**config.mk**
```make
export PLATFORM = sky130hd
export DESIGN_NAME = rect_raster
export DESIGN_NICKNAME = d
export VERILOG_FILES = /design/src/verilog/draw_geom_pkg.sv /design/src/verilog/rect_raster.sv
export VERILOG_INCLUDE_DIRS = /design/src /design/src/verilog
export SDC_FILE = /design/constraint.sdc
export NUM_CORES = 1
export LEC_CHECK = 0
export BUFFER_PORTS_ARGS = -buffer_cell sky130_fd_sc_hd__buf_2
export CAP_MARGIN = 20
export CORE_MARGIN = 1
export CORE_UTILIZATION = 51
export DETAILED_ROUTE_END_ITERATION = 10
export HOLD_SLACK_MARGIN = 0.02
export MAX_ROUTING_LAYER = met4
export PLACE_DENSITY = 0.8
export SLEW_MARGIN = 25
export SYNTH_ARGS = -nofsm -noshare
export SYNTH_HDL_FRONTEND = slang
export SYNTH_SLANG_ARGS = --single-unit
```
**constraint.sdc**
```tcl
create_clock -name iCLK -period 6.7 [get_ports iCLK]
set_input_delay 1.005 -clock iCLK [delete_from_list [all_inputs] [get_ports iCLK]]
set_output_delay 1.005 -clock iCLK [all_outputs]
set_load 0.005 [all_outputs]
```
**src/verilog/draw_settings.svh**
```systemverilog
`ifndef DRAW_SETTINGS_SVH
`define DRAW_SETTINGS_SVH

// ========================================
// Screen geometry and pixel bus
// ========================================
`define DRAW_COORD_W    10
`define DRAW_COLOR_W    8
`define DRAW_PIX_ADDR_W 32
// One row is 1024 pixels wide in the frame buffer
`define DRAW_ROW_SHIFT  10
`define DRAW_FRAME_BASE 32'h0000_0000

// ========================================
// Command memory
// ========================================
`define CMD_ADDR_W 8
`define CMD_DEPTH  256
`define CMD_WORD_W 32

// Word map, host sets word 0 to start a command
`define CMD_GO    8'd0
`define CMD_X1    8'd1
`define CMD_Y1    8'd2
`define CMD_X2    8'd3
`define CMD_Y2    8'd4
`define CMD_COLOR 8'd5

// Idle gap between pixel writes
`define GAP_W 4

`endif

```
**src/verilog/draw_geom_pkg.sv**
```systemverilog
`default_nettype none

`include "draw_settings.svh"

package draw_geom_pkg;

	// Screen coordinate, x or y
	typedef logic [`DRAW_COORD_W-1:0] coord_t;

	// Pixel colour as stored in the frame buffer
	typedef logic [`DRAW_COLOR_W-1:0] color_t;

	// Byte address on the frame-buffer bus
	typedef logic [`DRAW_PIX_ADDR_W-1:0] pix_addr_t;

	// Rectangle command
	// Corners are inclusive, x1 <= x2 and y1 <= y2
	typedef struct packed {
		coord_t x1;
		coord_t y1;
		coord_t x2;
		coord_t y2;
		color_t color;
	} rect_t;

	// One pixel write on the frame-buffer bus
	typedef struct packed {
		pix_addr_t addr;
		color_t    color;
	} pix_write_t;

endpackage

`default_nettype wire

```
**src/verilog/rect_raster.sv**
```systemverilog
`timescale 1ns/1ns
`default_nettype none

`include "draw_settings.svh"

module rect_raster (
	input  wire                       iCLK,
	input  wire                       rst,
	input  wire draw_geom_pkg::rect_t rect,
	input  wire                       start,
	input  wire [`GAP_W-1:0]          gap,
	output logic                      pix_valid,
	output draw_geom_pkg::pix_write_t pix,
	input  wire                       pix_ack,
	output logic                      done
);

	import draw_geom_pkg::*;

	typedef enum logic [1:0] {
		s_idle,
		s_write,
		s_gap,
		s_done
	} state_t;

	state_t           state;
	rect_t            rect_q;
	// Cursor of the pixel being written
	coord_t           x;
	coord_t           y;
	logic [`GAP_W-1:0] gap_cnt;

	// ========================================
	// Pixel bus outputs
	// ========================================
	assign pix_valid = (state == s_write);
	assign done      = (state == s_done);

	// Address is base + x + y * row stride
	always_comb begin
		pix.addr  = `DRAW_FRAME_BASE + pix_addr_t'(x)
			+ (pix_addr_t'(y) << `DRAW_ROW_SHIFT);
		pix.color = rect_q.color;
	end

	// ========================================
	// Scan state machine
	// ========================================
	always_ff @(posedge iCLK) begin
		if (rst) begin
			state   <= s_idle;
			gap_cnt <= '0;
		end else begin
			case (state)
				s_idle: begin
					if (start) begin
						rect_q <= rect;
						x      <= rect.x1;
						y      <= rect.y1;
						state  <= s_write;
					end
				end

				s_write: begin
					// Hold the pixel until the frame buffer takes it
					if (pix_ack) begin
						if (x == rect_q.x2 && y == rect_q.y2) begin
							state <= s_done;
						end else begin
							state   <= s_gap;
							gap_cnt <= '0;
						end
					end
				end

				s_gap: begin
					// gap+1 idle cycles, gap read live
					if (gap_cnt >= gap) begin
						state <= s_write;
						// Row-major step
						if (x == rect_q.x2) begin
							x <= rect_q.x1;
							y <= y + 1'b1;
						end else begin
							x <= x + 1'b1;
						end
					end else begin
						gap_cnt <= gap_cnt + 1'b1;
					end
				end

				s_done: begin
					// Single cycle done pulse
					state <= s_idle;
				end

				default: state <= s_idle;
			endcase
		end
	end

endmodule

`default_nettype wire
```
# Word-level counts from Yosys, hierarchy flattened

Index checks and enable logic that the tools add are counted.

Bitwise gates (word level): 1
Equality and inequality tests: 11
$lt $le $gt $ge: 1
Reductions and logical operators: 9
Mux-type cells: 17
Add/sub/neg operators: 4

Operators by type and width:

| kind                                                            | count |
|---|---|
| 10-bit 2-to-1 mux                                               | 6 |
| 10-bit one-hot mux with 2 select lines                          | 2 |
| 10-bit by 20-bit adder with 21-bit output                       | 1 |
| 10-bit by 1-bit adder with 10-bit output, second input constant | 2 |
| 10-bit == test                                                  | 2 |
| 4-bit 2-to-1 mux                                                | 3 |
| 2-bit != test, second input constant                            | 5 |
| 2-bit one-hot mux with 4 select lines                           | 1 |
| 4-bit one-hot mux with 2 select lines                           | 1 |
| 4-bit AND reduction                                             | 2 |
| 2-bit 2-to-1 mux                                                | 3 |
| 3-bit AND reduction                                             | 2 |
| 5-bit AND reduction                                             | 1 |
| 4-bit by 1-bit adder with 4-bit output, second input constant   | 1 |
| 2-bit == test, second input constant                            | 2 |
| 4-bit >= comparator                                             | 1 |
| 2-bit nonzero test                                              | 2 |
| 2-bit by 1-bit == test with 1-bit output, second input constant | 1 |
| 2-bit zero test                                                 | 1 |
| 2-bit by 1-bit != test with 1-bit output, second input constant | 1 |
| 1-bit logical AND                                               | 1 |
| 1-bit 2-to-1 mux                                                | 1 |
| 1-bit NOT                                                       | 1 |

Flip-flop bits (word level): 64
Output and inout bits: 42
Input bits: 56

# Longest topological paths before layout

Gate-level depths: netlist of run 1.

Depth in word-level cells: 5
Depth in mapped cells: 7
Mapped depth without buffers: 7

# Worst setup path before layout of run 1

No wires, ideal clock.

Path type: input port to flip-flop
Start: input port rst
End: register rect_q (netlist bit pix[0]), enable pin
Setup slack: 1.361 ns
Setup time: 0.528 ns
Path buffers: 1
Stages on the path: 2
Arrival: 4.811 ns
Data required time: 6.172 ns
Cell sequence: clkbuf_1 nor4_1

Longest elaborated chain between the ends: 2

Ends and longest elaborated chain:

| element                       | line              | text |
|---|---|---|
| from (decl)                   | rect_raster.sv:8  | `input wire rst,` |
| 1-bit NOT (no line)           | n/a               |  |
| 3-bit AND reduction (no line) | n/a               |  |
| to (signal assigned)          | rect_raster.sv:58 | `rect_q <= rect;` |
| to (decl)                     | rect_raster.sv:28 | `rect_t rect_q;` |

No other way between the ends.
A chain may end at the register's enable or synchronous reset.

# Worst setup path after layout of run 1

Start: register x[3]
End: register y[8], enable pin

Longest elaborated chain between the ends: 3

Ends and longest elaborated chain:

| element                       | line              | text |
|---|---|---|
| from (decl)                   | rect_raster.sv:30 | `coord_t x;` |
| from (signal assigned)        | rect_raster.sv:59 | `x <= rect.x1;` |
| from (signal assigned)        | rect_raster.sv:83 | `x <= rect_q.x1;` |
| from (signal assigned)        | rect_raster.sv:86 | `x <= x + 1'b1;` |
| 10-bit == test                | rect_raster.sv:82 | `if (x == rect_q.x2) begin` |
| 2-bit != test (no line)       | n/a               |  |
| 5-bit AND reduction (no line) | n/a               |  |
| to (signal assigned)          | rect_raster.sv:60 | `y <= rect.y1;` |
| to (signal assigned)          | rect_raster.sv:84 | `y <= y + 1'b1;` |
| to (decl)                     | rect_raster.sv:31 | `coord_t y;` |

No other way between the ends.

==> results.yml, run 1 <==
sta:
  finalCritPeriodShare_pct: 46.3
  fin_tns_setup_ns: 0
  final-hold-violation-count: 0
  rsz0062_at_grt: "no"
  fin_crit_ns: 3.10
  setup_violations: 0
  fmax_ghz: 0.322
  worstMarginPinSlew_ns: 0.799
  maxSlewHeadroom_pct: 46.6
  slew_viol_final: 0
  fin_skew_ns: 0.00686
layout:
  fillCellCount: 497
  final_nets: 400
  final_cells: 417
  antennaDiodeCount: 0
  syn_to_final_growth_pct: 19.1
  design_area_um2: 3720
  drive_above_1_share_pct: 32.2
power_and_ir_drop:
  peakVddDrop_mv: 0.115
  p_leak_nw: 1.56
  powerDensity_nw_per_um2: 235
yosys:
  netlist_area_um2: 3120
  synth_top_area_cell: "edfxtp_1"
  ys_warn_count: 0
  async_reset_ff_share_pct: 0
  avgSynthCellArea_um2: 12.2
  synth_cell_types: 37
  synth-edff-count: 58
  seq_area_frac_synth_pct: 59.7
  ys.flop_type: "edfxtp_1"
  ys_ff_latch: 64
  synth.most_common_cell: "edfxtp_1"
  synth_top_cell_area_share_pct: 55.8
  synthTopCellsByCount: "58 x edfxtp_1, 22 x nand2_1, 21 x xnor2_1"
  yosys-top-cells-area: "edfxtp_1 56%, xnor2_1 5.9%, buf_4 4.8%"
  postSynthCellCount: 255
placed_design:
  dpl_cell_area_um2: 3520
  place.detailed.hpwl_um: 4360
  routabilityCongestion: 0.873
  place_inst: 401
  port-buffer-count: 85
route:
  ant_nets: 0
  first_pass_iters: 4
  vias: 2144
  drc: 0
  drt_iter0_drc: 149
  wl_per_cell_um: 14.4
  vias_per_cell: 5.14
  wirelength_um: 6000
floorplanning:
  io_pins: 98
  fp.dieH_um: 80.2
  rows: 28
  initial_core_util_pct: 52.7
  coreArea_um2: 5920
  die_x_um: 80.2
  dieArea_um2: 6440
global_routing:
  grt_pass1_vias: 2020
  overflow: 0
  track_usage_pct: 20.9
  grt_pass1_wl_um: 9510
  grt_max_degree: 36
  antenna_found_initial: 0
setup_path:
  cpLargestDelayFamily: "simple AND/OR/NAND/NOR gates"
  cp.arrival_ns: 3.07
  max_stage_delay_ns: 0.67
  cp_num_buf_inv: 0
  cp-start-kind: "flip-flop"
  crit_type: "reg -> reg"
  crit_required_ns: 6.66
  worst_setup_path_end_kind: "flip-flop"
  crit_chain: "xor2_1 > nor4_1 > nand4_1 > mux2_2 > nor4_4"
  r2r_slack_ns: 3.60
  critPathSlowestCell: "nand4_1"
  cp_max_fo: 12
hold_path:
  hold_path.class: "reg -> reg"
clock_tree:
  cts_resized: 0
  cts_root_buf: "clkbuf_8"
  cts_tree: "done"
  htree_levels: 3
  cts_setup_buffers: 0
  clock_latency_ns: 0.33
  cts_sinks: 64
  hold_buffers: 0
  numCtsBuffers: 9
  clk_path_buf_depth: 2
  clk_pin_slew_ns: 0.07
flow_run:
  drv_cap: 0
run_status:
  status: "finished, final reports clean"
[tightest hold or removal path, cell delays in order, from the launching register on]
cell and delay [ns]:
dfxtp_1 0.35, nor2_1 0.11, a311oi_1 0.05
[path summary, 6_finish.rpt]
check	start	to	cells after the start
max	x[3]$_DFFE_PP_	y[8]$_DFFE_PP_	5
min	gap_cnt[3]$_SDFFE_PP0P_	gap_cnt[3]$_SDFFE_PP0P_	2
max reg2reg	x[3]$_DFFE_PP_	y[8]$_DFFE_PP_	5
min reg2reg	gap_cnt[3]$_SDFFE_PP0P_	gap_cnt[3]$_SDFFE_PP0P_	2
[registers in the layout (all words and copies together) (netlist names)]
name and flops:
gap_cnt 4, pix 8, rect_q 30, state 2
x 10, y 10
[metrics by stage]
step	worst slack, ns	hold slack, ns	util (%)	power (W)
3_5_place_dp	3.28	0.538	59.5	0.000581
3_3_place_gp	3.38	0.525	59.5	0.000577
6_report	3.60	0.553	62.8	0.000874
2_1_floorplan	1.36	0.498	-	0.000547
5_1_grt	3.37	0.597	62.8	0.000910
4_1_cts	3.25	0.550	62.6	0.000879
[metal layers]
metal	track usage, %	routed length [µm]
met1	26.0	2750
met2	32.1	2810
met3	4.77	330
met4	10.7	110
met5	-	0
[cell type report]
type	count	area [µm²]	area share, %
inverters	9	33.8	0.909
flip-flops and latches	64	1860	50.1
clock buffers	11	151	4.07
clock inverters	5	31.3	0.841
repair buffers	87	440	11.8
well taps	75	93.8	2.52
multi-input cells	166	1100	29.7
[where the power goes]
| part | internal (W) | switching, W | total, W |
|---|---|---|---|
| clock network | 0.000153 | 0.000148 | 0.000301 |
| registers | 0.000462 | 0.0000179 | 0.000480 |
| logic | 0.0000433 | 0.0000499 | 0.0000933 |
[kinds of logic (layout without fill, tap and decap cells)]
group / after synthesis / count (layout) / share of synthesized area (%)
buffers and inverters: 36 / 112 / 7.02
AO/OA/AOI/OAI: 35 / 35 / 6.58
adder cells (fa/ha/maj): 7 / 7 / 2.81
other: 1 / 12 / 0.120
XOR/XNOR: 36 / 36 / 10.1
multiplexers: 11 / 11 / 3.57
flip-flops: 64 / 64 / 59.7
AND/OR/NAND/NOR: 65 / 65 / 10.1
[placed cells by master, fill, tap and decap left out, types with 8 or more instances in the layout]
cell type	netlist	final
xnor2_1	21	21
o21ai_1	17	17
nand3_1	9	9
a21oi_1	8	8
xor2_1	15	15
nor2_1	13	13
conb_1	1	12
mux2i_1	10	10
clkbuf_8	0	11
buf_2	1	85
nand2_1	22	21
edfxtp_1	58	58
Power figures use the tool's default switching activity.
==> run 2, diff against run 1 <==
--- a/config.mk
+++ b/config.mk
@@ -9,11 +9,11 @@
 export BUFFER_PORTS_ARGS = -buffer_cell sky130_fd_sc_hd__buf_2
 export CAP_MARGIN = 20
 export CORE_MARGIN = 1
-export CORE_UTILIZATION = 51
+export CORE_UTILIZATION = 46
 export DETAILED_ROUTE_END_ITERATION = 10
 export HOLD_SLACK_MARGIN = 0.02
 export MAX_ROUTING_LAYER = met4
-export PLACE_DENSITY = 0.8
+export PLACE_DENSITY = 0.76
 export SLEW_MARGIN = 25
 export SYNTH_ARGS = -nofsm -noshare
 export SYNTH_HDL_FRONTEND = slang
==> constraint.sdc (replaced) <==
create_clock -name iCLK -period 2.5 [get_ports iCLK]
set_input_delay 0.375 -clock iCLK [delete_from_list [all_inputs] [get_ports iCLK]]
set_output_delay 0.375 -clock iCLK [all_outputs]
set_load 0.005 [all_outputs]
==> run 2 against run 1 <==
The flow now finishes with violations (design-rule violations); highest routed layer unchanged; non-clock buffer count increased by 10; hold slack got worse by 0.35 ns; final cell count grew 2.9%; clock skew is 0.0058 ns higher; design area is 2.5% higher; first-iteration DRC count rose by 3.4%.
==> results.yml, run 2 (synthesis gave the netlist of run 1 again) <==
run_status:
  status: "complete, but fails checks"
  violations: "design-rule violations"
placed_design:
  routabilityCongestion: 0.838
  place_inst: 413
  dpl_cell_area_um2: 3620
  port-buffer-count: 85
  place.detailed.hpwl_um: 4750
sta:
  fin_tns_setup_ns: 0
  fin_skew_ns: 0.0126
  final-hold-violation-count: 0
  setup_violations: 0
  finalCritPeriodShare_pct: 86.5
  fin_crit_ns: 2.16
  slew_viol_final: 0
  fmax_ghz: 0.462
  rsz0062_at_grt: "no"
setup_path:
  crit_chain: "xor2_1 > nor4_1 > nand4_1 > mux2_2 > nor4_2 > buf_4"
  cp_max_fo: 10
  critPathSlowestCell: "edfxtp_1"
  crit_type: "reg -> reg"
  crit_required_ns: 2.54
  cp-start-kind: "flip-flop"
  cp_num_buf_inv: 1
  worst_setup_path_end_kind: "flip-flop"
  max_stage_delay_ns: 0.41
  cp.arrival_ns: 2.20
  cpLargestDelayFamily: "simple AND/OR/NAND/NOR gates"
layout:
  top_regs: "rect_q (30), x (10), y (10)"
  top_register: "rect_q"
  final_cells: 429
  syn_to_final_growth_pct: 22.1
  drive_above_1_share_pct: 33.2
  antennaDiodeCount: 0
  final_common_cell: "buf_2"
  design_area_um2: 3810
  largest_reg_flops: 30
  final_nets: 410
  fillCellCount: 545
  final_core_util_pct: 59.0
  layout_common_cells: "85 x buf_2, 58 x edfxtp_1, 22 x nand2_1, 21 x xnor2_1, 17 x o21ai_1"
clock_tree:
  cts_setup_buffers: 0
  htree_levels: 3
  cts_tree: "done"
  cts_sinks: 64
  clk_pin_slew_ns: 0.08
  clk_path_buf_depth: 2
  clock_latency_ns: 0.35
  cts_root_buf: "clkbuf_8"
  hold_buffers: 0
  cts_resized: 0
  numCtsBuffers: 9
global_routing:
  overflow: 0
  grt_max_degree: 36
  track_usage_pct: 20.5
  grt_pass1_wl_um: 10600
  antenna_found_initial: 0
  grt_pass1_vias: 2188
floorplanning:
  io_pins: 98
  coreArea_um2: 6460
  dieArea_um2: 7120
  initial_core_util_pct: 48.3
  die_x_um: 84.4
  rows: 29
  fp.dieH_um: 84.4
route:
  drc: 5
  ant_nets: 0
  first_pass_iters: 9
  vias_per_cell: 5.14
  wl_per_cell_um: 15.1
  wirelength_um: 6480
  drt_iter0_drc: 154
  vias: 2203
power_and_ir_drop:
  peakVddDrop_mv: 0.326
  p_leak_nw: 1.62
  powerDensity_nw_per_um2: 633
hold_path:
  hold_path.class: "in -> reg"
flow_run:
  drv_cap: 0
run 2: changes by cell type in the layout (fill, tap and decap cells not counted), sizes merged:
cell | previous run | this run
buf | 87 | 97
bufinv | 0 | 1
clkinvlp | 1 | 0
run 2: routing by layer:
metal	vias to the layer above	track usage, %	share of wire (%)
met5	-	-	0
met4	0	10.5	2.4
li1	1076	-	-
met2	84	30.1	47
met1	1029	25.9	45
met3	14	5.80	5.9
run 2: path summary, 6_finish.rpt:
kind	startpoint	endpoint	slack [ns]	depth (start not counted)
worst max-delay path	rect_q[22]$_DFFE_PP_	y[8]$_DFFE_PP_	0.34	6
worst min-delay path	rect[20]	rect_q[20]$_DFFE_PP_	0.20	1
worst min register to register	gap_cnt[3]$_SDFFE_PP0P_	gap_cnt[3]$_SDFFE_PP0P_	0.56	2
worst max register to register	rect_q[22]$_DFFE_PP_	y[8]$_DFFE_PP_	0.34	6
run 2: power breakdown:
group | internal, W | switching, W | total, W
Combinational | 0.000129 | 0.000146 | 0.000275
Sequential | 0.00124 | 0.0000410 | 0.00128
Clock | 0.000461 | 0.000399 | 0.000860
run 2: stage by stage:
step / setup slack (ns) / hold slack (ns) / power, W
floorplan: 0.161 / 0.474 / 0.00147
global placement: 0.443 / 0.533 / 0.00157
detailed placement: 0.365 / 0.546 / 0.00158
CTS: 0.344 / 0.187 / 0.00243
global route: 0.199 / 0.183 / 0.00251
finish: 0.337 / 0.202 / 0.00241
run 2: area by class of cell:
| cell class | instances | area (µm²) | area share, % |
|---|---|---|---|
| multi-input combinational | 166 | 1100 | 28.9 |
| sequential | 64 | 1860 | 48.9 |
| clock inverter | 5 | 57.6 | 1.51 |
| inverter | 9 | 33.8 | 0.886 |
| clock buffer | 11 | 131 | 3.45 |
| tap | 77 | 96.3 | 2.53 |
| timing repair buffer | 97 | 528 | 13.9 |
==> run 3, diff against run 2 <==
==> constraint.sdc (replaced) <==
create_clock -name iCLK -period 1.95 [get_ports iCLK]
set_input_delay 0.2925 -clock iCLK [delete_from_list [all_inputs] [get_ports iCLK]]
set_output_delay 0.2925 -clock iCLK [all_outputs]
set_load 0.005 [all_outputs]
==> run 3 against run 2 <==
The flow finishes with violations (design-rule violations, negative setup slack); register-to-register slack worse by 0.50 ns; sequential share of layout area down 1.6 points; hold slack worse by 0.077 ns; die area unchanged; global-route usage down 0.86 points; critical path depth unchanged; setup slack worse by 0.50 ns; clock power up 13%; combinational power up 40%; core utilization up 2.0 points.
==> results.yml, run 3 (synthesis gave the netlist of run 1 again) <==
sta:
  final-hold-violation-count: 0
  setup_violations: 23
  fmax_ghz: 0.474
  finalCritPeriodShare_pct: 108
  fin_ws_ns: -0.159
  fin_skew_ns: 0.00903
  fin_tns_setup_ns: -2.40
  rsz0062_at_grt: "yes"
  fin_crit_ns: 2.11
  whs_ns: 0.125
  slew_viol_final: 0
clock_tree:
  cts_tree: "done"
  numCtsBuffers: 9
  clk_pin_slew_ns: 0.07
  cts_sinks: 64
  clk_path_buf_depth: 2
  htree_levels: 3
  clock_latency_ns: 0.34
  cts_root_buf: "clkbuf_8"
run_status:
  status: "complete, but fails checks"
  violations: "design-rule violations, negative setup slack"
hold_path:
  hold_path.class: "in -> reg"
layout:
  top_register: "rect_q"
  fillCellCount: 516
  seq_area_um2: 1860
  final_core_util_pct: 61.0
  top_regs: "rect_q (30), x (10), y (10)"
  largest_reg_flops: 30
  syn_to_final_growth_pct: 26.3
  layout_common_cells: "85 x buf_2, 58 x edfxtp_1, 22 x nand2_1, 21 x xnor2_1, 21 x buf_4"
  final_common_cell: "buf_2"
  drive_above_1_share_pct: 37.3
  multi_input_area_um2: 1150
  final_nets: 423
global_routing:
  grt_pass1_vias: 2138
  track_usage_pct: 19.6
  antenna_found_initial: 1
  grt_max_degree: 29
  grt_pass1_wl_um: 10300
  overflow: 0
route:
  ant_nets: 0
  vias_per_cell: 5.13
  drc: 14
  first_pass_iters: 7
  drt_iter0_drc: 121
  wl_per_cell_um: 14.3
  wirelength_um: 6340
  vias: 2273
setup_path:
  critPathSlowestCell: "or4_4"
  cp-start-kind: "flip-flop"
  cp.arrival_ns: 2.36
  crit_chain: "xor2_1 > nor4_2 > nand4_1 > buf_6 > or4_4 > a311oi_2"
  worst_setup_path_end_kind: "flip-flop"
  cp_num_buf_inv: 1
  cp_max_fo: 5
  cpLargestDelayFamily: "simple AND/OR/NAND/NOR gates"
  max_stage_delay_ns: 0.46
  crit_required_ns: 2.20
  crit_type: "reg -> reg"
power_and_ir_drop:
  powerDensity_nw_per_um2: 759
  peakVddDrop_mv: 0.388
  finalPower_w: 0.00299
  p_leak_nw: 1.68
floorplanning:
  fp.dieH_um: 84.4
  rows: 29
  initial_core_util_pct: 48.3
  coreArea_um2: 6460
  io_pins: 98
  dieArea_um2: 7120
  die_x_um: 84.4
flow_run:
  drv_cap: 0
placed_design:
  routabilityCongestion: 0.870
  place.detailed.hpwl_um: 4680
  pre_cts_ws_ns: -0.247
  port-buffer-count: 85
[run 3: timing repair]
item / 4_1_cts / 5_1_grt
pin swaps: 3 / 6
hold buffers: 0 / 0
hold endpoints to repair: 0 / 0
endpoints found under the setup margin: 15 / 35
setup buffers: 2 / 4
gates resized for setup: 5 / 7
[run 3: metal layers]
layer  wire length [µm]  vias up  global-route usage, %  share of wire (%)
met2               2900      107                   29.7                 46
li1                   -     1103                      -                  -
met5                  0        -                      -                  0
met1               2830     1053                   24.6                 45
met3                503       10                   6.19                7.9
met4                114        0                   8.01                1.8
[run 3: layout make-up]
class                           count  area share (%)
Sequential cell                    64            47.3
Multi-Input combinational cell    166            29.1
Timing Repair Buffer              110            16.0
Clock buffer                       12            3.68
Tap cell                           77            2.44
Inverter                            9           0.857
Clock inverter                      4           0.540
Antenna cell                        1          0.0635
[run 3: report_power, final]
part	switching [W]	leakage, nW	internal [W]
clock network	0.000486	0.0838	0.000488
registers	0.0000495	0.586	0.00159
logic	0.000200	1.01	0.000183
[run 3: path summary, 6_finish.rpt]
check	start	to	slack, ns	cells after the start
max	x[6]$_DFFE_PP_	gap_cnt[0]$_SDFFE_PP0P_	-0.16	6
min	rect[3]	pix[3]$_DFFE_PP_	0.12	1
max reg2reg	x[6]$_DFFE_PP_	gap_cnt[0]$_SDFFE_PP0P_	-0.16	6
min reg2reg	gap_cnt[3]$_SDFFE_PP0P_	gap_cnt[3]$_SDFFE_PP0P_	0.55	2
[run 3: worst register-to-register path: cells and delay by family (launching register included)]
family,cells,cell delay (ns)
xor gates and xnor gates,1,0.16
and+or+nand+nor,3,1.02
DFF,1,0.40
AOI/OAI and AO/OA,1,0.24
buffers and inverters,1,0.20
[run 3: through the flow]
stage	instances	cell area [µm²]
detailed placement	421	3680
global placement	421	3680
global route	443	3940
floorplan	266	3220
CTS	439	3890
finish	443	3940
