**src/verilog/draw_settings.svh**
```systemverilog
`ifndef DRAW_SETTINGS_SVH
`define DRAW_SETTINGS_SVH

// ========================================
// Screen geometry and pixel bus
// ========================================
`define DRAW_COORD_W    10
`define DRAW_COLOR_W    8
`define DRAW_PIX_ADDR_W 32
// One row is 1024 pixels wide in the frame buffer
`define DRAW_ROW_SHIFT  10
`define DRAW_FRAME_BASE 32'h0000_0000

// ========================================
// Command memory
// ========================================
`define CMD_ADDR_W 8
`define CMD_DEPTH  256
`define CMD_WORD_W 32

// Word map, host sets word 0 to start a command
`define CMD_GO    8'd0
`define CMD_X1    8'd1
`define CMD_Y1    8'd2
`define CMD_X2    8'd3
`define CMD_Y2    8'd4
`define CMD_COLOR 8'd5

// Idle gap between pixel writes
`define GAP_W 4

`endif

```
**src/verilog/cmd_mem_pkg.sv**
```systemverilog
`default_nettype none

`include "draw_settings.svh"

package cmd_mem_pkg;

	// Word address into the command memory
	typedef logic [`CMD_ADDR_W-1:0] cmd_addr_t;

	// One command word
	typedef logic [`CMD_WORD_W-1:0] cmd_word_t;

	// Request from one peer of the memory
	// Held until granted, write clear means read
	typedef struct packed {
		logic      valid;
		logic      write;
		cmd_addr_t addr;
		cmd_word_t wdata;
	} mem_req_t;

endpackage

`default_nettype wire

```
**src/verilog/draw_geom_pkg.sv**
```systemverilog
`default_nettype none

`include "draw_settings.svh"

package draw_geom_pkg;

	// Screen coordinate, x or y
	typedef logic [`DRAW_COORD_W-1:0] coord_t;

	// Pixel colour as stored in the frame buffer
	typedef logic [`DRAW_COLOR_W-1:0] color_t;

	// Byte address on the frame-buffer bus
	typedef logic [`DRAW_PIX_ADDR_W-1:0] pix_addr_t;

	// Rectangle command
	// Corners are inclusive, x1 <= x2 and y1 <= y2
	typedef struct packed {
		coord_t x1;
		coord_t y1;
		coord_t x2;
		coord_t y2;
		color_t color;
	} rect_t;

	// One pixel write on the frame-buffer bus
	typedef struct packed {
		pix_addr_t addr;
		color_t    color;
	} pix_write_t;

endpackage

`default_nettype wire

```
**src/verilog/rect_cmd_fetch.sv**
```systemverilog
`timescale 1ns/1ns
`default_nettype none

`include "draw_settings.svh"

module rect_cmd_fetch (
	input  wire                         iCLK,
	input  wire                         rst,
	output cmd_mem_pkg::mem_req_t       fetch_req,
	input  wire                         fetch_grant,
	input  wire                         fetch_rvalid,
	input  wire cmd_mem_pkg::cmd_word_t rdata,
	output draw_geom_pkg::rect_t        rect,
	output logic                        start,
	input  wire                         done
);

	import cmd_mem_pkg::*;
	import draw_geom_pkg::*;

	typedef enum logic [1:0] {
		s_poll,
		s_load,
		s_draw,
		s_finish
	} state_t;

	state_t    state;
	// Read granted, waiting for its data
	logic      rd_wait;
	// Word being read in the load phase
	cmd_addr_t cur_addr;
	rect_t     rect_q;

	assign rect = rect_q;

	// ========================================
	// Command sequencer
	// ========================================
	always_ff @(posedge iCLK) begin
		if (rst) begin
			state     <= s_poll;
			fetch_req <= '0;
			rd_wait   <= 1'b0;
			start     <= 1'b0;
			cur_addr  <= `CMD_X1;
		end else begin
			start <= 1'b0;

			// Drop the request once the arbiter takes it
			if (fetch_req.valid && fetch_grant) begin
				fetch_req.valid <= 1'b0;
				rd_wait         <= !fetch_req.write;
			end

			case (state)
				s_poll: begin
					// Keep reading the go word
					if (!fetch_req.valid && !rd_wait) begin
						fetch_req <= '{valid: 1'b1, write: 1'b0, addr: `CMD_GO, wdata: '0};
					end
					if (rd_wait && fetch_rvalid) begin
						rd_wait <= 1'b0;
						if (rdata != '0) begin
							state    <= s_load;
							cur_addr <= `CMD_X1;
						end
					end
				end

				s_load: begin
					// Words 1 to 5, one read at a time
					if (!fetch_req.valid && !rd_wait) begin
						fetch_req <= '{valid: 1'b1, write: 1'b0, addr: cur_addr, wdata: '0};
					end
					if (rd_wait && fetch_rvalid) begin
						rd_wait <= 1'b0;
						// Only the low bits of each word count
						case (cur_addr)
							`CMD_X1:    rect_q.x1    <= rdata[`DRAW_COORD_W-1:0];
							`CMD_Y1:    rect_q.y1    <= rdata[`DRAW_COORD_W-1:0];
							`CMD_X2:    rect_q.x2    <= rdata[`DRAW_COORD_W-1:0];
							`CMD_Y2:    rect_q.y2    <= rdata[`DRAW_COORD_W-1:0];
							`CMD_COLOR: rect_q.color <= rdata[`DRAW_COLOR_W-1:0];
							default: ;
						endcase
						if (cur_addr == `CMD_COLOR) begin
							state <= s_draw;
							start <= 1'b1;
						end else begin
							cur_addr <= cur_addr + 1'b1;
						end
					end
				end

				s_draw: begin
					// Raster owns the bus until done
					if (done) begin
						state <= s_finish;
					end
				end

				s_finish: begin
					// Clearing the go word tells the host we are finished
					if (!fetch_req.valid) begin
						fetch_req <= '{valid: 1'b1, write: 1'b1, addr: `CMD_GO, wdata: '0};
					end else if (fetch_grant) begin
						state <= s_poll;
					end
				end

				default: state <= s_poll;
			endcase
		end
	end

endmodule

`default_nettype wire

```
**config.mk**
```make
export PLATFORM = sky130hd
export DESIGN_NAME = rect_cmd_fetch
export DESIGN_NICKNAME = d
export VERILOG_FILES = /design/src/verilog/cmd_mem_pkg.sv /design/src/verilog/draw_geom_pkg.sv /design/src/verilog/rect_cmd_fetch.sv
export VERILOG_INCLUDE_DIRS = /design/src /design/src/verilog
export SDC_FILE = /design/constraint.sdc
export NUM_CORES = 1
export LEC_CHECK = 0
export ABC_CLOCK_PERIOD_IN_PS = 3100
export CAP_MARGIN = 10
export CELL_PAD_IN_SITES_DETAIL_PLACEMENT = 0
export CELL_PAD_IN_SITES_GLOBAL_PLACEMENT = 1
export CORE_MARGIN = 1.5
export CORE_UTILIZATION = 30
export DETAILED_ROUTE_END_ITERATION = 16
export DONT_BUFFER_PORTS = 1
export HOLD_SLACK_MARGIN = 0.02
export PLACE_DENSITY = 0.52
export SYNTH_ARGS = -nofsm -noshare
export SYNTH_HDL_FRONTEND = slang
export SYNTH_SLANG_ARGS = --single-unit
```
**constraint.sdc**
```tcl
create_clock -name iCLK -period 3.1 [get_ports iCLK]
set_clock_uncertainty 0.1 [all_clocks]
set_input_delay 0.465 -clock iCLK [delete_from_list [all_inputs] [get_ports iCLK]]
set_output_delay 0.465 -clock iCLK [all_outputs]
set_load 0.01 [all_outputs]
```
After elaboration in Yosys (flattened, before gate mapping)
Cells that the tools add are included.
{"block": "word_totals", "reg_bits": 102, "out_inout_bits": 91, "elab_cells": 78}
{"block": "op_classes", "muxes": 22, "eq_ne": 19, "n_bitwise": 3, "reduce_logical": 20, "add_sub_neg": 1}
{"operator": "two-way mux 42 bit", "count": 3}
{"operator": "case mux 42 bit (3 select lines)", "count": 1}
{"operator": "two-way mux 8 bit", "count": 4}
{"operator": "nonzero test 32 bit", "count": 1}
{"operator": "AND reduction 4 bit", "count": 6}
{"operator": "!= test 2 bit, second input constant", "count": 11}
{"operator": "equality test 8 x 2 -> 1 bit, second input constant", "count": 2}
{"operator": "equality test 8 x 3 -> 1 bit, second input constant", "count": 2}
{"operator": "case mux 8 bit (2 select lines)", "count": 1}
{"operator": "two-way mux 2 bit", "count": 7}
{"operator": "adder 8 x 1 -> 8 bit, second input constant", "count": 1}
{"operator": "equality test 8 x 1 -> 1 bit, second input constant", "count": 1}
{"operator": "case mux 2 bit (4 select lines)", "count": 1}
{"operator": "AND reduction 7 bit", "count": 1}
{"operator": "two-way mux 1 bit", "count": 5}
{"operator": "AND reduction 5 bit", "count": 1}
{"operator": "equality test 2 bit, second input constant", "count": 2}
{"operator": "logical AND 1 bit", "count": 3}
{"operator": "logical NOT 1 bit", "count": 3}
{"operator": "NOT 1 bit", "count": 3}
{"operator": "nonzero test 3 bit", "count": 1}
{"operator": "OR reduction 3 bit", "count": 1}
{"operator": "equality test 2 x 1 -> 1 bit, second input constant", "count": 1}
{"operator": "logical NOT 2 bit", "count": 1}
{"operator": "other kinds (2)", "count": 2}

Logic depth before layout (Yosys ltp)
Gate-level depths: netlist of run 1.
{"block": "logic_depth", "ltp_word": 4, "mapped_depth": 8}

Worst setup path after synthesis of run 1
No wires, ideal clock.
{"block": "synth_timing", "path_kind": "flip-flop to flip-flop", "startpoint": "register state[1]", "endpoint": "register rect_q (netlist bit rect[10]) (enable)", "path_buffers": 0, "required_ps": 2596, "path_stages_with_launch": 5, "arrival_time_ps": 1971, "setup_time_ps": 404, "slack_ps": 625, "cell_sequence": "dfxtp_1 -> inv_1 -> ha_1 -> nand3_2 -> nor4_1"}
{"block": "synth_between", "elab_chain_cells": 2}
{"element": "start, declared", "line": "rect_cmd_fetch.sv:28", "text": "state_t state;"}
{"element": "start signal, assigned", "line": "rect_cmd_fetch.sv:42", "text": "state <= s_poll;"}
{"element": "start signal, assigned", "line": "rect_cmd_fetch.sv:65", "text": "state <= s_load;"}
{"element": "start signal, assigned", "line": "rect_cmd_fetch.sv:88", "text": "state <= s_draw;"}
{"element": "equality test 2 x 1 -> 1 bit", "line": "rect_cmd_fetch.sv:56", "text": "case (state)"}
{"element": "AND reduction 4 bit (no source line)"}
{"element": "end, declared", "line": "rect_cmd_fetch.sv:33", "text": "rect_t rect_q;"}
Every way passes these cells.
A chain may end at the register's enable or synchronous reset.

Worst setup path after layout of run 1
{"block": "layout_timing", "startpoint": "register state[1]", "endpoint": "register rect_q (netlist bit rect[41]) (enable)"}
The elaborated chain is that of the path after synthesis.

==> summary.txt, run 1 <==
Run status
  • Status: completed

Worst setup path
  • Worst r2r src: state[1]$_SDFFE_PP0P_
  • Startpoint types: flip-flop
  • CP max FO: 10
  • CP arrival: 2.34 ns
  • Critical path class: reg2reg
  • R2r worst-path depth: 5
  • Worst EP required: 2.98 ns
  • Critical Path End Type: flip-flop
  • R2r setup slk: 0.64 ns
  • R2R Path End: rect[41]$_DFFE_PP_

STA
  • Final hold vios: 0
  • RSZ-0062 raised after global routing: false
  • Max-slew violation total from the final report: 0
  • # setup viols final: 0
  • Final Cycle Share: 79.5%
  • Min cycle time layout: 2.46 ns
  • Worst Max-Slew Pin Slew: 0.585 ns
  • Setup TNS: 0 ns
  • Achievable Freq: 0.406 GHz
  • Rel. slew slack: 61.0%

Clock network
  • Clk sinks: 70
  • Clk root buf: clkbuf_8
  • CTS H-Tree Depth: 3
  • Postcts setup bufs: 0
  • Cts-stage hold buffer count: 0
  • Longest Clk Path Bufs: 2
  • CTS tree: yes
  • Worst-Skew Late Latency: 0.34 ns
  • Resized Gates After CTS: 0
  • Clock Pin Slew Worst Setup and Hold Paths: 0.07 ns
  • CTS Buf Count: 9

Placement
  • DP Wirelength: 5.46 mm
  • Buffers on Ports: 0
  • Gpl congestion: 0.740

Power
  • Sw Ratio: 28.5%
  • Final Power: 2.10 mW
  • Leakage: 1.08 nW
  • Worst vdd rail ir drop: 0.000234 V
  • Net load switching power: 0.598 mW
  • PwrDens: 628 nW/um^2
  • Int Pwr: 1.50 mW
  • Comb pwr share: 14.4%
  • Clk pwr share: 34.7%
  • Seq pwr share: 50.8%

Global route
  • Overflow after GRT: 0
  • Vias in the first global route: 2013
  • Initial antenna violation count: 0
  • Pin count of the biggest net entering global routing: 24
  • GRT Overall Usage: 13.9%
  • Global-route wire length before repair: 11.5 mm

Cells and area
  • Syn-to-layout area delta: 7.76%
  • Most frequent cells in the layout: edfxtp_1, conb_1, dfxtp_1
  • Antenna Diode Count: 0
  • Nets: 315
  • Commonest non-fill, non-tap cell in the layout: edfxtp_1
  • Layout cell share with drive strength beyond 1: 11.4%

Logic synthesis
  • Top cells by area, synth: edfxtp_1, dfxtp_1, buf_4
  • Mapped Cells: 261
  • Post-synth EDFFs: 48
  • Syn avg cell area: 11.9 um^2
  • Primary FF master, synth: edfxtp_1
  • Seq cells post-synth: 70
  • Warnings, synthesis: 0
  • Yosys cell types: 43
  • Share of the synthesized area in the top cell type: 46.5%
  • Post-synth ARST share: 0%
  • Seq/Total Area, Yosys: 60.8%
  • Yosys top cell by area: edfxtp_1
  • Mapped cell area: 3100 um^2

Floorplan
  • Initial cell density of the core: 31.2%
  • Die area: 10900 um^2
  • Die H: 105 um
  • DIE WIDTH: 105 um
  • Ports: 128
  • Row cnt: 36
  • Core footprint: 9910 um^2

Drt
  • Number of antenna-violating nets in the routed design: 0
  • Drt first-iter violations: 146
  • Vias: 1996
  • Final wirelength: 7.44 mm
  • Routed len/inst: 18.3 um
  • TritonRoute pass-1 iters: 4
  • Via/cell ratio: 4.92
  • DRC Markers: 0

Run
  • Maxcap violations: 0

Hold path
  • Worst Hold End: state[1]$_SDFFE_PP0P_
  • Cell depth of the worst hold path: 1
  • Hold path start: rst
  • Hold Path Class: in2reg
## cell usage after synthesis (2+ instances only)
cell	number
edfxtp_1	48
buf_4	33
dfxtp_1	22
nand2_1	20
a21oi_1	17
nor4_1	17
nand3_1	13
nor2_1	11
ha_1	10
inv_1	9
o21ai_0	8
nor3_1	4
o21ai_1	4
and2_1	3
clkbuf_1	3
nand4_1	3
nor3_2	3
or4_1	3
nor4b_1	2
o211ai_1	2
o31ai_1	2
or3_1	2
or4b_1	2
## cell type report
cell class                 count  area (um^2)
tap                          133          166
inverter                       9         33.8
sequential                    70         1880
fill                        1024         6570
timing repair buffer           3         22.5
clock buffer                   9          124
multi-input combinational    175         1030
clock inverter                 7         73.8
## metal layers
layer	up-vias	GRT usage (%)	wire (um)
li1	918	-	-
met1	941	17.7	3140
met2	126	21.8	3540
met3	11	4.68	650
met4	0	5.87	113
met5	-	0	0
## worst max path at each step
| stage | from | end | slack (ns) | depth (start not counted) |
|---|---|---|---|---|
| after floorplan | state[1]$_SDFFE_PP0P_ | rect[10]$_DFFE_PP_ | 0.62 | 4 |
| after global placement | state[1]$_SDFFE_PP0P_ | rect[44]$_DFFE_PP_ | 0.76 | 5 |
| after detailed placement | state[1]$_SDFFE_PP0P_ | rect[42]$_DFFE_PP_ | 0.64 | 5 |
| after CTS | state[1]$_SDFFE_PP0P_ | rect[41]$_DFFE_PP_ | 0.62 | 5 |
| after global routing | state[1]$_SDFFE_PP0P_ | rect[41]$_DFFE_PP_ | 0.40 | 5 |
| final | state[1]$_SDFFE_PP0P_ | rect[41]$_DFFE_PP_ | 0.64 | 5 |
## critical path, cell delays in order (launching register included)
cell and delay (ns):
dfxtp_1 0.35, inv_1 0.10, ha_1 0.34, nand3_2 0.26
nor4_1 0.38, and2_1 0.56
## state kept, by name (all words and copies together) (netlist names)
name,cells
cur_addr,8
fetch_req,10
rd_wait,1
rect,48
start,1
state,2
## cells by family after synthesis
family | count (synthesis) | synth area share (%)
buf+inv | 47 | 9.98
fa+ha+maj | 10 | 4.04
simple gates | 90 | 16.6
compound gates | 42 | 8.12
flops | 70 | 60.8
mux | 1 | 0.364
other cells | 1 | 0.121
## power by group through the flow
stage                     sequential [mW]  combinational, mW  clock (mW)
after detailed placement             1.09              0.299           0
final                                1.07              0.303       0.728
after CTS                            1.07              0.303       0.758
after global routing                 1.07              0.351       0.794
after global placement               1.09              0.303           0
after floorplan                      1.08              0.279           0
## stage by stage
stage / cell area (um^2) / worst slack, ns / cells / hold WS (ns) / util (%)
finish: 3340 / 0.636 / 406 / 0.0930 / 33.7
global route: 3340 / 0.401 / 406 / 0.0629 / 33.7
CTS: 3340 / 0.616 / 406 / 0.0626 / 33.7
detailed placement: 3140 / 0.638 / 390 / 0.386 / 31.7
global placement: 3140 / 0.757 / 390 / 0.384 / 31.7
floorplan: 3210 / 0.625 / 292 / 0.373 / -
Note: power is estimated with default switching activity, not from simulation.
==> run 2, diff against run 1 <==
--- a/config.mk
+++ b/config.mk
@@ -6,7 +6,7 @@
 export SDC_FILE = /design/constraint.sdc
 export NUM_CORES = 1
 export LEC_CHECK = 0
-export ABC_CLOCK_PERIOD_IN_PS = 3100
+export ABC_CLOCK_PERIOD_IN_PS = 2500
 export CAP_MARGIN = 10
 export CELL_PAD_IN_SITES_DETAIL_PLACEMENT = 0
 export CELL_PAD_IN_SITES_GLOBAL_PLACEMENT = 1
==> constraint.sdc (replaced) <==
create_clock -name iCLK -period 2.5 [get_ports iCLK]
set_clock_uncertainty 0.1 [all_clocks]
set_input_delay 0.375 -clock iCLK [delete_from_list [all_inputs] [get_ports iCLK]]
set_output_delay 0.375 -clock iCLK [all_outputs]
set_load 0.01 [all_outputs]
==> summary.txt, run 2 (synthesis gave the netlist of run 1 again) <==
Run status
  • Status: completed

STA
  • Final Cycle Share: 90.0% (+11 points)
  • Min cycle time layout: 2.25 ns (-0.213 ns)
  • Rel. slew slack: 52.1% (-8.9 points)
  • Final hold vios: 0 (unchanged)
  • Achievable Freq: 0.444 GHz (+9.5%)
  • Worst Max-Slew Pin Slew: 0.716 ns (+0.131 ns)
  • RSZ-0062 raised after global routing: false
  • # setup viols final: 0 (unchanged)
  • Setup TNS: 0 ns (unchanged)
  • Max-slew violation total from the final report: 0 (unchanged)

Clock network
  • Resized Gates After CTS: 0 (unchanged)
  • Postcts setup bufs: 0 (unchanged)
  • Worst-Skew Late Latency: 0.34 ns (about the same)
  • Cts-stage hold buffer count: 11 (+11)
  • Clock Pin Slew Worst Setup and Hold Paths: 0.08 ns (about the same)
  • Longest Clk Path Bufs: 2 (unchanged)
  • Clk sinks: 70 (unchanged)
  • CTS H-Tree Depth: 3 (unchanged)
  • CTS Buf Count: 9 (unchanged)
  • CTS tree: yes
  • Clk root buf: clkbuf_8

Worst setup path
  • Critical-path cell list: inv_1 -> ha_1 -> nand3_2 -> nor4_1 -> and2_1 -> buf_4
  • R2R Path End: rect[46]$_DFFE_PP_
  • R2r setup slk: 0.25 ns (-0.39 ns)
  • CP max FO: 10 (unchanged)
  • Critical Path End Type: flip-flop
  • Critical path class: reg2reg
  • R2r worst-path depth: 6 (+1)
  • Worst EP required: 2.44 ns (-0.54 ns)
  • CP peak stage delay: 0.39 ns (-0.17 ns)
  • CP arrival: 2.19 ns (-0.15 ns)
  • Worst setup endpoint: rect[46]$_DFFE_PP_
  • CP Launch Point: state[1]$_SDFFE_PP0P_
  • Worst r2r src: state[1]$_SDFFE_PP0P_
  • Startpoint types: flip-flop
  • Critical path's slowest cell: nor4_1

Drt
  • TritonRoute pass-1 iters: 6 (+2)
  • Final wirelength: 7.76 mm (+4.4%)
  • Drt first-iter violations: 107 (-27%)
  • Via/cell ratio: 4.89 (-0.47%)
  • Routed len/inst: 18.4 um (+0.41%)
  • DRC Markers: 0 (unchanged)
  • Vias: 2065 (+3.5%)
  • Number of antenna-violating nets in the routed design: 0 (unchanged)

Cells and area
  • Nets: 331 (+5.1%)
  • Layout cell share with drive strength beyond 1: 12.5% (+1.1 points)
  • Number of fill cells: 1028 (+0.39%)
  • Syn-to-layout area delta: 12.0%
  • Antenna Diode Count: 0 (unchanged)
  • Max reg flops: 48 (unchanged)
  • Most frequent cells in the layout: edfxtp_1, conb_1, dfxtp_1
  • Commonest non-fill, non-tap cell in the layout: edfxtp_1
  • Post-Layout Inst Area: 3470 um^2 (+3.9%)

Power
  • Leakage: 1.13 nW (+5.2%)
  • Sw Ratio: 30.8% (+2.3 points)
  • Seq pwr share: 51.5% (+0.7 points)
  • Comb pwr share: 15.9% (+1.5 points)
  • PwrDens: 740 nW/um^2 (+18%)
  • Int Pwr: 1.78 mW (+19%)
  • Net load switching power: 0.792 mW (+32%)
  • Worst vdd rail ir drop: 0.000237 V (+1.2%)
  • Clk pwr share: 32.7% (-2.0 points)

Global route
  • Pin count of the biggest net entering global routing: 19 (-21%)
  • Global-route wire length before repair: 11.6 mm (+0.36%)
  • GRT Overall Usage: 14.2% (+0.29 points)
  • Initial antenna violation count: 0 (unchanged)
  • Vias in the first global route: 2038 (+1.2%)
  • Overflow after GRT: 0 (unchanged)

Floorplan
  • Row cnt: 36 (unchanged)
  • Ports: 128 (unchanged)
  • Die area: 10900 um^2 (unchanged)
  • Initial cell density of the core: 31.2% (unchanged)
  • DIE WIDTH: 105 um (unchanged)
  • Die H: 105 um (unchanged)
  • Core footprint: 9910 um^2 (unchanged)

Placement
  • Gpl congestion: 0.767 (+3.7%)
  • Post-place instance area: 3180 um^2 (+1.2%)
  • DP Wirelength: 5.35 mm (-1.9%)
  • Buffers on Ports: 0 (unchanged)

Run
  • Maxcap violations: 0 (unchanged)

Hold path
  • Hold Path Class: in2reg
run 2: layer usage:
| layer | part of all wire [%] | GRT usage, % | up-vias |
|---|---|---|---|
| met5 | 0 | 0 | - |
| met4 | 0.81 | 4.99 | 0 |
| met3 | 7.3 | 3.87 | 6 |
| met2 | 47 | 23.1 | 121 |
| met1 | 45 | 18.2 | 986 |
| li1 | - | - | 952 |
run 2: layout make-up:
cell class,count,area [um^2],share of cell area [%]
Inverter,9,33.8,0.974
Tap cell,133,166,4.80
Timing Repair Buffer,19,170,4.91
Sequential cell,70,1880,54.3
Clock buffer,9,124,3.57
Clock inverter,7,57.6,1.66
Multi-Input combinational cell,175,1030,29.8
run 2: power groups by stage:
stage	clock (mW)	sequential [mW]	combinational [mW]
floorplan	0	1.33	0.345
global placement	0	1.35	0.385
detailed placement	0	1.35	0.379
CTS	0.866	1.32	0.412
global route	0.927	1.33	0.463
finish	0.839	1.32	0.407
run 2: critical path, delay by kind of cell (launching register included):
family / cells / cell delay, ns
buffers and inverters: 2 / 0.32
DFF: 1 / 0.36
and+or+nand+nor: 3 / 0.83
adders and majority gates: 1 / 0.33
run 2: worst min-delay path by stage:
| stage | start | endpoint | cells past startpoint |
|---|---|---|---|
| after floorplan | cur_addr[7]$_SDFFE_PP0P_ | cur_addr[7]$_SDFFE_PP0P_ | 2 |
| after global placement | rst | cur_addr[2]$_SDFFE_PP0P_ | 1 |
| after detailed placement | rst | state[1]$_SDFFE_PP0P_ | 1 |
| after CTS | rst | rect[6]$_DFFE_PP_ | 1 |
| after global routing | rst | rect[6]$_DFFE_PP_ | 1 |
| final | rst | rect[6]$_DFFE_PP_ | 1 |
run 2: metrics by stage:
| stage | utilization (%) | instances | hold WS [ns] | setup slack, ns | power, mW |
|---|---|---|---|---|---|
| global placement | 32.1 | 395 | 0.350 | 0.319 | 1.73 |
| detailed placement | 32.1 | 395 | 0.345 | 0.259 | 1.73 |
| floorplan | - | 292 | 0.373 | 0.0250 | 1.68 |
| CTS | 35.0 | 422 | 0.123 | 0.235 | 2.60 |
| finish | 35.0 | 422 | 0.137 | 0.249 | 2.57 |
| global route | 35.0 | 422 | 0.114 | 0.00202 | 2.72 |
==> run 3, diff against run 2 <==
--- a/config.mk
+++ b/config.mk
@@ -6,7 +6,7 @@
 export SDC_FILE = /design/constraint.sdc
 export NUM_CORES = 1
 export LEC_CHECK = 0
-export ABC_CLOCK_PERIOD_IN_PS = 2500
+export ABC_CLOCK_PERIOD_IN_PS = 2800
 export CAP_MARGIN = 10
 export CELL_PAD_IN_SITES_DETAIL_PLACEMENT = 0
 export CELL_PAD_IN_SITES_GLOBAL_PLACEMENT = 1
==> constraint.sdc (replaced) <==
create_clock -name iCLK -period 2.8 [get_ports iCLK]
set_clock_uncertainty 0.1 [all_clocks]
set_input_delay 0.42 -clock iCLK [delete_from_list [all_inputs] [get_ports iCLK]]
set_output_delay 0.42 -clock iCLK [all_outputs]
set_load 0.01 [all_outputs]
==> summary.txt, run 3 (synthesis gave the netlist of run 1 again) <==
Drt
  • Vias: 2012 (-2.6%)
  • Drt first-iter violations: 99 (-7.5%)
  • Final wirelength: 7.58 mm (-2.4%)
  • TritonRoute pass-1 iters: 4 (-2)
  • Number of antenna-violating nets in the routed design: 0 (unchanged)
  • Via/cell ratio: 4.88 (-0.20%)
  • Routed len/inst: 18.4 um (about the same)
  • DRC Markers: 0 (unchanged)

Cells and area
  • Number of fill cells: 1027 (-0.097%)
  • Area of the multi-input gates: 1030 um^2 (unchanged)
  • Post-Route Utilization: 34.4% (-0.56 points)
  • Commonest non-fill, non-tap cell in the layout: edfxtp_1
  • Most frequent cells in the layout: edfxtp_1, conb_1, dfxtp_1
  • Reg area: 1880 um^2 (unchanged)
  • Post-Layout Inst Area: 3410 um^2 (-1.6%)
  • Max reg flops: 48 (unchanged)
  • Antenna Diode Count: 0 (unchanged)
  • Syn-to-layout area delta: 10.2%
  • Nets: 321 (-3.0%)
  • Layout cell share with drive strength beyond 1: 11.8% (-0.63 points)
  • Filler-free cell count of the finished design: 412 (-2.4%)

Worst setup path
  • WP buf/inv: 1 (-1)
  • Critical-path cell list: inv_1 -> ha_1 -> nor4b_1 -> nand4_1 -> nor4_1 -> o21ai_0 -> a21oi_1
  • Top Family by Delay on Critical Path: simple AND/OR/NAND/NOR gates
  • Worst EP required: 2.98 ns (+0.54 ns)
  • CP max FO: 5 (-5)
  • Critical path's slowest cell: nor4_1
  • Stages on worst setup path: 7 (+1)
  • Critical path class: reg2reg
  • CP peak stage delay: 0.71 ns (+0.32 ns)
  • Startpoint types: flip-flop
  • CP arrival: 2.66 ns (+0.47 ns)
  • R2r worst-path depth: 7 (+1)
  • Critical Path End Type: flip-flop

Floorplan
  • Die H: 105 um (unchanged)
  • Ports: 128 (unchanged)
  • Row cnt: 36 (unchanged)
  • Core footprint: 9910 um^2 (unchanged)
  • Initial cell density of the core: 31.2% (unchanged)
  • Die area: 10900 um^2 (unchanged)
  • DIE WIDTH: 105 um (unchanged)

Placement
  • Placement Setup Slack: 0.365 ns (+0.106 ns)
  • Buffers on Ports: 0 (unchanged)
  • Post-placement cell count: 393 (-0.51%)
  • Gpl congestion: 0.781 (+1.8%)
  • Post-place instance area: 3160 um^2 (-0.47%)
  • DP Wirelength: 5.44 mm (+1.6%)

STA
  • RSZ-0062 raised after global routing: false
  • Final hold vios: 0 (unchanged)
  • Fin Hold WS: 0.0484 ns (-0.0887 ns)
  • # setup viols final: 0 (unchanged)
  • Rel. slew slack: 46.4% (-5.7 points)
  • Max-slew violation total from the final report: 0 (unchanged)
  • Achievable Freq: 0.402 GHz (-9.4%)
  • Worst setup margin: 0.315 ns (+0.0653 ns)
  • Worst Max-Slew Pin Slew: 0.797 ns (+0.0806 ns)
  • Min cycle time layout: 2.49 ns (+0.235 ns)
  • Final Cycle Share: 88.8% (-1.3 points)
  • Setup TNS: 0 ns (unchanged)

Clock network
  • Postcts setup bufs: 0 (unchanged)
  • Clock Pin Slew Worst Setup and Hold Paths: 0.08 ns (about the same)
  • CTS H-Tree Depth: 3 (unchanged)
  • CTS Buf Count: 9 (unchanged)
  • CTS tree: yes
  • Clk sinks: 70 (unchanged)
  • Clk root buf: clkbuf_8
  • Longest Clk Path Bufs: 2 (unchanged)
  • Worst-Skew Late Latency: 0.35 ns (about the same)

Global route
  • Vias in the first global route: 1984 (-2.6%)
  • Overflow after GRT: 0 (unchanged)
  • GRT Overall Usage: 14.0% (-0.28 points)
  • Pin count of the biggest net entering global routing: 14 (-5)
  • Global-route wire length before repair: 11.4 mm (-1.6%)
  • Initial antenna violation count: 0 (unchanged)

Power
  • Seq pwr share: 48.5% (-3.0 points)
  • Clk pwr share: 37.3% (+4.6 points)
  • Final Power: 2.43 mW (-5.2%)
  • Sw Ratio: 27.9% (-2.9 points)
  • Int Pwr: 1.75 mW (-1.2%)
  • Comb pwr share: 14.2% (-1.7 points)
  • Net load switching power: 0.680 mW (-14%)
  • PwrDens: 713 nW/um^2 (-3.7%)
  • Leakage: 1.11 nW (-1.8%)
  • Worst vdd rail ir drop: 0.000219 V (-7.3%)

Hold path
  • Hold Path Class: in2reg
  • Cell depth of the worst hold path: 1 (unchanged)

Run status
  • Status: completed

Run
  • Maxcap violations: 0 (unchanged)
run 3: worst paths after layout:
check	from	to	slack (ns)
hold / removal	rst	state[0]$_SDFFE_PP0P_	0.05
hold reg to reg	fetch_req[32]$_SDFFE_PP0P_	fetch_req[32]$_SDFFE_PP0P_	0.40
setup reg to reg	state[0]$_SDFFE_PP0P_	cur_addr[5]$_SDFFE_PP0P_	0.31
setup / recovery	state[0]$_SDFFE_PP0P_	cur_addr[5]$_SDFFE_PP0P_	0.31
run 3: what timing repair did:
action / 4_1_cts / 5_1_grt
hold buffers: 3 / 0
resized for setup: 0 / 0
hold endpoints to repair: 11 / 0
run 3: cell type report:
type | instances | area share, %
inverters | 9 | 0.990
clock buffers | 9 | 3.63
flip-flops and latches | 70 | 55.1
clock inverters | 7 | 2.86
repair buffers | 9 | 2.20
well taps | 133 | 4.88
multi-input cells | 175 | 30.3
run 3: power groups by stage:
stage	Combinational (mW)	Sequential (mW)	Clock, mW
finish	0.346	1.18	0.909
global route	0.396	1.19	0.976
CTS	0.347	1.18	0.932
detailed placement	0.337	1.21	0
global placement	0.341	1.20	0
floorplan	0.308	1.19	0
run 3: worst reg2reg max path: cells and delay by family (launching register included):
family | cells | cell delay (ns)
adder cells (fa/ha/maj) | 1 | 0.30
flip-flops | 1 | 0.34
buffers and inverters | 1 | 0.15
AND/OR/NAND/NOR | 3 | 1.16
AO/OA/AOI/OAI | 2 | 0.37
run 3: metal layers:
layer  up-vias  track usage [%]  share of wire (%)
li1        926                -                  -
met1       936             16.8                 42
met2       140             22.1                 46
met3        10             5.49                 10
met4         0             5.97                1.8
met5         -                0                  0
